<file path="config.mk">
export PLATFORM = sky130hd
export DESIGN_NAME = fifo_loopback_top
export DESIGN_NICKNAME = d
export VERILOG_FILES = /design/src/rtl/loop_buf_pkg.sv /design/src/rtl/hps_port_pkg.sv /design/src/rtl/hps_fifo_fetch.sv /design/src/rtl/loop_store.sv /design/src/rtl/hps_fifo_issue.sv /design/src/rtl/fifo_loopback_top.sv
export VERILOG_INCLUDE_DIRS = /design/src /design/src/rtl
export SDC_FILE = /design/constraint.sdc
export NUM_CORES = 2
export LEC_CHECK = 0
export CAP_MARGIN = 0
export CORE_UTILIZATION = 50
export CTS_BUF_LIST = sky130_fd_sc_hd__clkbuf_16
export DETAILED_ROUTE_END_ITERATION = 10
export DONT_BUFFER_PORTS = 1
export GPL_TIMING_DRIVEN = 1
export MAX_ROUTING_LAYER = met4
export PLACE_DENSITY = 0.61
export SLEW_MARGIN = 20
export SYNTH_ARGS = -nofsm -noshare
export SYNTH_HDL_FRONTEND = slang
export SYNTH_SLANG_ARGS = --single-unit
</file>
<file path="constraint.sdc">
create_clock -name CLOCK_50 -period 7.2 [get_ports CLOCK_50]
set_clock_uncertainty 0.15 [all_clocks]
set_input_delay 1.8 -clock CLOCK_50 [delete_from_list [all_inputs] [get_ports CLOCK_50]]
set_output_delay 1.8 -clock CLOCK_50 [all_outputs]
set_load 0.005 [all_outputs]
</file>
<file path="src/rtl/loop_defs.svh">
`ifndef LOOP_DEFS_SVH
`define LOOP_DEFS_SVH

// Word loopback sizing

// Width of one transferred word
`define LOOP_WORD_W 32

// Store entries, head register included
`define LOOP_DEPTH 126

// Slot index width
`define LOOP_IDX_W 7

// Occupancy width, holds 0 to 126
`define LOOP_CNT_W 7

`endif

</file>
<file path="src/rtl/loop_buf_pkg.sv">
`include "loop_defs.svh"

// Types passed between the fetch, store and issue stages
package loop_buf_pkg;

	////////////////////////////////////////////////////////////////////
	// Payload
	////////////////////////////////////////////////////////////////////

	// One data word as moved through the loopback
	typedef logic [`LOOP_WORD_W-1:0] word_t;

	////////////////////////////////////////////////////////////////////
	// Store bookkeeping
	////////////////////////////////////////////////////////////////////

	// Slot index into the circular store
	typedef logic [`LOOP_IDX_W-1:0] idx_t;

	// Number of words held in the store
	typedef logic [`LOOP_CNT_W-1:0] cnt_t;

endpackage

</file>
<file path="src/rtl/hps_port_pkg.sv">
// Bundles for the two host FIFO ports
package hps_port_pkg;

	import loop_buf_pkg::*;

	////////////////////////////////////////////////////////////////////
	// Host to FPGA FIFO, read side
	////////////////////////////////////////////////////////////////////

	// Inputs from the source FIFO
	// Readdata is valid the cycle after a read strobe
	typedef struct packed {
		word_t readdata;
		logic  empty;
	} src_port_t;

	////////////////////////////////////////////////////////////////////
	// FPGA to host FIFO, write side
	////////////////////////////////////////////////////////////////////

	// Outputs to the sink FIFO
	// Write is a one cycle strobe with the word alongside
	typedef struct packed {
		word_t writedata;
		logic  write;
	} sink_port_t;

endpackage

</file>
<file path="src/rtl/hps_fifo_fetch.sv">
module hps_fifo_fetch
	import loop_buf_pkg::*, hps_port_pkg::*;
(
	input  logic      CLOCK_50,
	input  logic      rst_n,
	input  src_port_t src,
	input  logic      fetch_ready,
	output logic      src_read,
	output word_t     fetch_word,
	output logic      fetch_valid
);

	// Idle, read in flight, word held
	typedef enum logic [1:0] {
		st_idle,
		st_read,
		st_hold
	} fetch_st_t;

	fetch_st_t state;
	logic      armed;
	logic      take;

	////////////////////////////////////////////////////////////////////
	// Read strobe
	////////////////////////////////////////////////////////////////////

	// Holding register drains into the store
	assign take = fetch_valid && fetch_ready;

	// Read when nothing held or the held word leaves now
	// Never while a read is in flight
	assign src_read = armed && !src.empty &&
		((state == st_idle) || ((state == st_hold) && fetch_ready));

	assign fetch_valid = (state == st_hold);

	////////////////////////////////////////////////////////////////////
	// Control state
	////////////////////////////////////////////////////////////////////

	always_ff @(posedge CLOCK_50 or negedge rst_n)
	begin
		if (!rst_n)
		begin
			state <= st_idle;
			armed <= 1'b0;
		end
		else
		begin
			// First cycle out of reset stays quiet
			armed <= 1'b1;
			case (state)
				st_idle:
					if (src_read)
						state <= st_read;
				// Data shows up now, captured below
				st_read:
					state <= st_hold;
				st_hold:
					if (take)
						state <= src_read ? st_read : st_idle;
				default:
					state <= st_idle;
			endcase
		end
	end

	// Holding register for the returned word
	always_ff @(posedge CLOCK_50)
	begin
		if (state == st_read)
			fetch_word <= src.readdata;
	end

endmodule

</file>
<file path="src/rtl/loop_store.sv">
`include "loop_defs.svh"

module loop_store
	import loop_buf_pkg::*;
(
	input  logic  CLOCK_50,
	input  logic  rst_n,
	input  word_t in_word,
	input  logic  in_valid,
	input  logic  head_ready,
	output logic  in_ready,
	output word_t head_word,
	output logic  head_valid
);

	// Circular word memory
	word_t mem [0:`LOOP_DEPTH-1];

	idx_t wr_ptr;
	idx_t rd_ptr;
	// Words held, head register included
	cnt_t count;

	logic push;
	logic pop_head;
	logic head_free;
	logic mem_has;
	logic load_mem;
	logic load_in;

	// Advance a slot index, last slot wraps to zero
	function automatic idx_t next_idx(input idx_t idx);
		idx_t nxt;
		if (idx == idx_t'(`LOOP_DEPTH - 1))
			nxt = '0;
		else
			nxt = idx + idx_t'(1);
		return nxt;
	endfunction

	////////////////////////////////////////////////////////////////////
	// Handshake decode
	////////////////////////////////////////////////////////////////////

	assign in_ready  = (count != cnt_t'(`LOOP_DEPTH));
	assign push      = in_valid && in_ready;
	assign pop_head  = head_valid && head_ready;
	// Head register open this cycle
	assign head_free = !head_valid || head_ready;
	// Memory holds words beyond the head
	assign mem_has   = (count != cnt_t'(head_valid));
	// Refill head from memory first
	assign load_mem  = head_free && mem_has;
	// Empty memory so the incoming word goes straight to the head
	assign load_in   = head_free && !mem_has && push;

	////////////////////////////////////////////////////////////////////
	// Pointers, count, head flag
	////////////////////////////////////////////////////////////////////

	always_ff @(posedge CLOCK_50 or negedge rst_n)
	begin
		if (!rst_n)
		begin
			wr_ptr     <= '0;
			rd_ptr     <= '0;
			count      <= '0;
			head_valid <= 1'b0;
		end
		else
		begin
			if (push && !load_in)
				wr_ptr <= next_idx(wr_ptr);
			if (load_mem)
				rd_ptr <= next_idx(rd_ptr);
			// Push and pop may land together
			count <= count + cnt_t'(push) - cnt_t'(pop_head);
			if (load_mem || load_in)
				head_valid <= 1'b1;
			else if (pop_head)
				head_valid <= 1'b0;
		end
	end

	// Memory write and show-ahead head word
	always_ff @(posedge CLOCK_50)
	begin
		if (push && !load_in)
			mem[wr_ptr] <= in_word;
		if (load_mem)
			head_word <= mem[rd_ptr];
		else if (load_in)
			head_word <= in_word;
	end

endmodule

</file>
<file path="src/rtl/hps_fifo_issue.sv">
module hps_fifo_issue
	import loop_buf_pkg::*, hps_port_pkg::*;
(
	input  logic       CLOCK_50,
	input  logic       rst_n,
	input  word_t      head_word,
	input  logic       head_valid,
	input  logic       sink_full,
	output logic       head_ready,
	output sink_port_t sink
);

	// Register empty, word loaded, idle cycle after a write
	typedef enum logic [1:0] {
		st_empty,
		st_loaded,
		st_settle
	} issue_st_t;

	issue_st_t state;
	word_t     out_word;
	logic      fire;

	////////////////////////////////////////////////////////////////////
	// Output strobe
	////////////////////////////////////////////////////////////////////

	// Take a word only into an empty register
	// Register is empty again once its word is written
	assign head_ready = (state == st_empty) || (state == st_settle);

	// Write as soon as the sink has room
	assign fire = (state == st_loaded) && !sink_full;

	always_comb
	begin
		sink.writedata = out_word;
		sink.write     = fire;
	end

	////////////////////////////////////////////////////////////////////
	// Control state
	////////////////////////////////////////////////////////////////////

	always_ff @(posedge CLOCK_50 or negedge rst_n)
	begin
		if (!rst_n)
			state <= st_empty;
		else
		begin
			case (state)
				st_empty:
					if (head_valid)
						state <= st_loaded;
				// Hold the word through full cycles
				st_loaded:
					if (fire)
						state <= st_settle;
				// Full flag catches up while the next word loads
				st_settle:
					state <= head_valid ? st_loaded : st_empty;
				default:
					state <= st_empty;
			endcase
		end
	end

	// Output word register
	always_ff @(posedge CLOCK_50)
	begin
		if (head_valid && head_ready)
			out_word <= head_word;
	end

endmodule

</file>
<file path="src/rtl/fifo_loopback_top.sv">
module fifo_loopback_top
	import loop_buf_pkg::*, hps_port_pkg::*;
(
	input  logic       CLOCK_50,
	input  logic       rst_n,
	input  src_port_t  src,
	input  logic       sink_full,
	output logic       src_read,
	output sink_port_t sink
);

	// Fetch to store link
	word_t fetch_word;
	logic  fetch_valid;
	logic  fetch_ready;

	// Store to issue link
	word_t head_word;
	logic  head_valid;
	logic  head_ready;

	////////////////////////////////////////////////////////////////////
	// Host to FPGA side
	////////////////////////////////////////////////////////////////////

	hps_fifo_fetch u_fetch (
		.CLOCK_50    (CLOCK_50),
		.rst_n       (rst_n),
		.src         (src),
		.fetch_ready (fetch_ready),
		.src_read    (src_read),
		.fetch_word  (fetch_word),
		.fetch_valid (fetch_valid)
	);

	// Circular store between the ports
	loop_store u_store (
		.CLOCK_50   (CLOCK_50),
		.rst_n      (rst_n),
		.in_word    (fetch_word),
		.in_valid   (fetch_valid),
		.head_ready (head_ready),
		.in_ready   (fetch_ready),
		.head_word  (head_word),
		.head_valid (head_valid)
	);

	////////////////////////////////////////////////////////////////////
	// FPGA to host side
	////////////////////////////////////////////////////////////////////

	hps_fifo_issue u_issue (
		.CLOCK_50   (CLOCK_50),
		.rst_n      (rst_n),
		.head_word  (head_word),
		.head_valid (head_valid),
		.sink_full  (sink_full),
		.head_ready (head_ready),
		.sink       (sink)
	);

endmodule

</file>
After elaboration in Yosys (flattened, before gate mapping)
Memory sizes are Yosys's and may differ from the RTL's.
Cells that the tools add are included.
Widths: inputs -> output; s select.

word-level totals
  register bits = 123
  RAM bits = 4032
  input bits = 36
  output and inout port bits = 34
  word-level logic and storage cells = 67
  memories kept = 1

memory list
  memory       depth  bits a word  rd ports  clocked after Yosys merged registers in  write ports  line              RTL
  u_store.mem  126    32           1         0                                        1            loop_store.sv:17  word_t mem [0:`LOOP_DEPTH-1];

operators by class
  add/subtract/negate cells = 4
  eq/ne operators = 12
  mux-type cells = 16
  reductions and logical operators = 24

operator list
  kind                 count
  $mux 32              2
  $add 7x1->7 const B  2
  $eq 7x7->1 const B   2
  $mux 7               2
  $pmux 2 s3           2
  $logic_and 1x1->1    9
  $mux 2               4
  $add 7x1->7          1
  $ne 7x1->1           1
  $ne 7x7->1 const B   1
  $sub 7x1->7          1
  $mux 1               6
  $logic_not 1->1      5
  $eq 2x1->1 const B   2
  $eq 2x2->1 const B   2
  $logic_not 2->1      2
  $logic_or 1x1->1     4
  $ne 2x1->1 const B   2
  $ne 2x2->1 const B   2
  $reduce_and 2->1     2
  $reduce_bool 2->1    2

Depth between registers and ports, before layout
  depth in word-level cells = 9
  depth in mapped cells = 14
  depth with buffers taken out = 13

Cells and area by module
A second synthesis with hierarchy kept.

second synthesis, totals
  cell total of the unflattened synthesis = 7293
  area total of the unflattened synthesis = 160315.0 um2

modules (own cells, without submodules)
  module          instances  cells an instance  area each (um2)  seq. area each (um2)
  loop_store      1          7209               158165.4         122587.6
  hps_fifo_fetch  1          43                 1096.1           1036.0
  hps_fifo_issue  1          41                 1053.5           1011.0

Worst setup path after synthesis
Ideal clock, no wire load.

  kind = reg-to-reg
  start = reg u_store.count[4]
  end = mem u_store.mem[106][0] in the netlist's numbering (enable)
  library setup time = 0.421 ns
  data arrival time = 3.559 ns
  data required time = 6.629 ns
  setup slack = 3.070 ns
  stages on the path, launching flop included = 9
  buffers on the path = 2
  period minus slack after synthesis = 4.130 ns
  cell sequence = dfrtp_1 -> ha_1 -> and2_1 -> a311oi_1 -> o21ai_0 -> or4_1 -> clkbuf_1 -> clkbuf_1 -> nor2_1

on the way
  cells in the longest elaborated chain, start to end = 8
  elaborated cells between the ends (all ways) = 10
  those cells by class = eq/ne: 2; mux: 2; reduce/logical: 6

RTL lines
  what                              line              RTL
  from (decl)                       loop_store.sv:22  cnt_t count;
  from (signal assigned)            loop_store.sv:77  count <= count + cnt_t'(push) - cnt_t'(pop_head);
  $ne 7x1->1                        loop_store.sv:51  assign mem_has = (count != cnt_t'(head_valid));
  $logic_not 1->1                   loop_store.sv:55  assign load_in = head_free && !mem_has && push;
  $logic_and 1x1->1 (2 in a row)    loop_store.sv:55
  $logic_not 1->1                   loop_store.sv:88  if (push && !load_in)
  $logic_and 1x1->1 (*)             loop_store.sv:88
  $mux 1 (*)                        loop_store.sv:88
  $mux 1 (implied by the code) (*)  loop_store.sv:89  mem[wr_ptr] <= in_word;
  to (decl)                         loop_store.sv:17

Mark *: on every way between the ends. The rest lies on a longest branch, timed or not.

Final worst setup path
  start = reg u_store.rd_ptr[0]
  end = reg u_store.head_word[8], data pin

on the way
  cells in the longest elaborated chain, start to end = 2

RTL lines
  what                    line              RTL
  from (decl)             loop_store.sv:20  idx_t rd_ptr;
  from (signal assigned)  loop_store.sv:75  rd_ptr <= next_idx(rd_ptr);
  $mem_v2 126x32          -
  $mux 32                 loop_store.sv:90  if (load_mem)
  to (signal assigned)    loop_store.sv:91  head_word <= mem[rd_ptr];
  to (signal assigned)    loop_store.sv:93  head_word <= in_word;
  to (decl)               loop_store.sv:12  output word_t head_word,

No other way between the ends.
A chain may end at the register's enable or synchronous reset.

==> impl_results.rst <==
.. list-table::
   :header-rows: 1

   * - Metric
     - Value
   * - Largest fanout on the critical path
     - 29
   * - # Max-Cap Violations
     - 0
   * - Synthesized netlist cell count
     - 7075
   * - Cell type with the largest total area after synthesis
     - edfxtp_1
   * - Async S/R FF share, synth
     - 0.650%
   * - Net count of the finished layout
     - 7493
   * - Final period demand of the worst path
     - 5.12 ns
   * - Number of storage elements in the synthesis netlist
     - 4155
   * - Starting DRT DRC Count
     - 12200
   * - TritonCTS clock tree
     - done
   * - Global-route wire length before repair
     - 637000 um
   * - Post-cts repair resize count
     - 0
   * - Max-slew violation count
     - 0
   * - Cts hold-fix bufs
     - 0
   * - Avg Vias per Cell
     - 6.62
   * - Startpoint type of the worst setup path
     - register
   * - Half-perimeter wire length after placement
     - 263000 um
   * - Number of placement rows
     - 206
   * - Setup repair after global routing missed its margin
     - false
   * - Antenna Nets Post-Route
     - 0
   * - Total cell area at the placement stage
     - 0.166 mm^2
   * - Area fraction of the dominant cell type after synthesis
     - 77.8%
   * - Total overflow reported by the global router
     - 0
   * - Number of nets in the synthesized netlist
     - 7127
   * - Result of the run
     - completed
   * - Latest clock arrival within the worst-skew pair
     - 0.98 ns
   * - Clock root buffer
     - clkbuf_16
   * - Setup_tns
     - 0 ns
   * - Buffers inserted by post-CTS timing repair
     - 0
   * - Routability cong.
     - 0.907
   * - Post-Layout Inst Area
     - 0.180 mm^2
   * - Worst path arrival time
     - 5.64 ns
   * - F_max
     - 195 MHz
   * - Fraction of the yosys area taken by sequential cells
     - 78.2%
   * - Initial antenna violation count
     - 37
   * - Class of the worst hold path
     - reg2reg
   * - Clock Path Buffers
     - 4
   * - Horizontal die dimension
     - 566 um
   * - Average cell area after synthesis
     - 22.5 um^2
   * - Avg WL per Cell
     - 38.7 um
   * - Number of synthesis warnings
     - 0
   * - Synth unique cells
     - 70
   * - Final setup fails
     - 0
   * - Pin count of the biggest net entering global routing
     - 128
   * - Starting density of the core
     - 50.4%
   * - Kind of critical path
     - reg2reg
   * - Most frequently used flop master after synthesis
     - edfxtp_1
   * - Ratio of final minimum period to clock period
     - 71.1%
   * - Kind of end point of the critical path
     - register
   * - Peak VDD IR
     - 0.000303 V
   * - Total Routed Length
     - 463000 um
   * - Clock slew at the register clock pins of the worst setup and hold paths
     - 0.06 ns
   * - Relative slew slack
     - 16.6%
   * - I/O pin cnt
     - 70
   * - GR Util All Layers
     - 29.6%
   * - Clk sinks
     - 4155
   * - PD cells
     - 375 mW/mm^2
   * - Number of iterations in the first detailed-routing pass
     - 8
   * - Via count of the first global-routing pass
     - 78400
   * - Vias
     - 79200
   * - Post-synth EDFFs
     - 4128
   * - Largest cells by area after synthesis
     - edfxtp_1 78%, mux4_2 14%, mux2i_1 2.4%, nor2_1 0.51%, a21oi_1 0.43%
   * - Number of remaining DRC errors
     - 0
   * - Worst slew pin tran
     - 1.25 ns
   * - Die Height
     - 566 um
   * - Max H-tree Level
     - 5
   * - Number of hold violations in the final report
     - 0
   * - Leakage dissipation
     - 56.6 nW
   * - Core Area
     - 0.316 mm^2
   * - Clock buffer count from CTS
     - 421
   * - Critical path required time
     - 7.72 ns
   * - Total standard cell area after synthesis
     - 0.159 mm^2
   * - Buffers on Ports
     - 0
   * - Area of the die
     - 0.321 mm^2
   * - Layout-stage area growth over the synthesis result
     - 12.8%
   * - Layout cell share with drive strength beyond 1
     - 26.9%
==> cell type report <==
cell class / instances / area (um^2)
inverters: 22 / 97.6
fillers: 23000 / 136000
multi-input cells: 2506 / 33500
repair buffers: 335 / 2890
well taps: 4160 / 5200
clock buffers: 429 / 10700
diodes: 20 / 50.0
clock inverters: 336 / 2620
flip-flops and latches: 4155 / 125000
==> cell families after synthesis <==
family	Yosys count	synth area share, %
buffers and inverters	414	1.49
AND/OR/NAND/NOR	487	1.31
AO/OA/AOI/OAI	621	2.60
adder cells (fa/ha/maj)	16	0.130
other	1	0.00235
XOR/XNOR	9	0.0495
multiplexers	1372	16.2
flip-flops	4155	78.2
==> per-stage QoR <==
step	cells	total power, mW	utilization [%]	setup slack (ns)	hold WS [ns]
2_1_floorplan	7075	39.3	-	3.07	0.250
3_3_place_gp	11200	46.2	52.6	0.411	0.259
3_5_place_dp	11200	46.4	52.6	2.19	0.259
4_1_cts	11900	67.5	56.8	2.15	0.273
5_1_grt	12000	69.1	56.9	2.04	0.282
6_report	12000	67.3	56.9	2.08	0.274
==> metal layers <==
metal	track usage [%]	part of all wire [%]	vias up
li1	-	-	30900
met1	40.2	38	43000
met2	44.2	46	4515
met3	6.76	11	818
met4	11.0	4.4	0
met5	-	0	-
==> Yosys cell counts (20+ instances only) <==
cell      number
buf_2        124
nor2_1       216
a22oi_1       39
buf_6         59
o22ai_1       83
mux2_2        38
o21ai_0      120
dfrtp_1       27
nor3_1        34
o221ai_1      28
nand3_1       25
buf_4         47
a211oi_1      26
o211ai_1      24
nand2_1      146
mux2i_1      375
inv_1         20
a21oi_1      137
edfxtp_1    4128
buf_1         28
a221oi_1      52
clkbuf_1     130
mux4_2       959
==> critical path, stage by stage, from the launching register on <==
cell      delay, ns
dfrtp_4        1.01
buf_4          0.46
buf_4          0.50
mux4_2         0.58
a21o_1         0.19
a222oi_1       0.86
o211ai_1       0.65
o21ai_0        0.24
o21ai_0        0.09
==> worst paths after layout <==
kind	from	end	slack, ns	cells after the start
max	u_store.rd_ptr[0]	u_store.head_word[8]	2.08	8
min	u_store.head_word[22]	u_issue.out_word[22]	0.27	0
max reg2reg	u_store.rd_ptr[0]	u_store.head_word[8]	2.08	8
min reg2reg	u_store.head_word[22]	u_issue.out_word[22]	0.27	0
max in group asynchronous	rst_n	u_store.wr_ptr[1]	6.38	0
min in group asynchronous	rst_n	u_store.wr_ptr[2]	0.38	0
==> power by group <==
group,switching [mW],internal [mW],total [mW]
combinational,11.2,7.19,18.4
sequential,0.679,27.0,27.6
clock,9.16,12.2,21.3
total,21.0,46.3,67.3
==> sequential cells by signal (all words and copies together), names as in the netlist <==
name	flops
u_store.head_valid	1
u_fetch.armed	1
u_store.wr_ptr	7
u_issue.state	2
u_fetch.state	2
u_store.mem	4032
u_issue.out_word	32
u_fetch.fetch_word	32
u_store.head_word	32
u_store.count	7
u_store.rd_ptr	7
==> placed cells by master, fill, tap and decap left out, drive strengths merged, types with 11 or more instances in the layout <==
| master | netlist | layout |
|---|---|---|
| inv | 21 | 119 |
| nand2 | 146 | 146 |
| a222oi | 11 | 11 |
| ha | 15 | 15 |
| o211ai | 24 | 24 |
| a31oi | 12 | 12 |
| edfxtp | 4128 | 4128 |
| nor2 | 216 | 216 |
| o22ai | 83 | 83 |
| nor2b | 16 | 16 |
| clkinv | 1 | 190 |
| buf | 262 | 334 |
| bufinv | 0 | 39 |
| mux2 | 38 | 38 |
| nand3 | 25 | 25 |
| o221ai | 28 | 28 |
| o21ai | 120 | 120 |
| a221oi | 52 | 52 |
| clkbuf | 130 | 430 |
| nor3 | 34 | 34 |
| dfrtp | 27 | 27 |
| a2111oi | 15 | 15 |
| a211oi | 26 | 26 |
| a21o | 13 | 13 |
| mux4 | 959 | 959 |
| a21oi | 137 | 137 |
| diode | 0 | 20 |
| a22oi | 39 | 39 |
| mux2i | 375 | 375 |
Note: power is estimated with default switching activity, not from simulation.
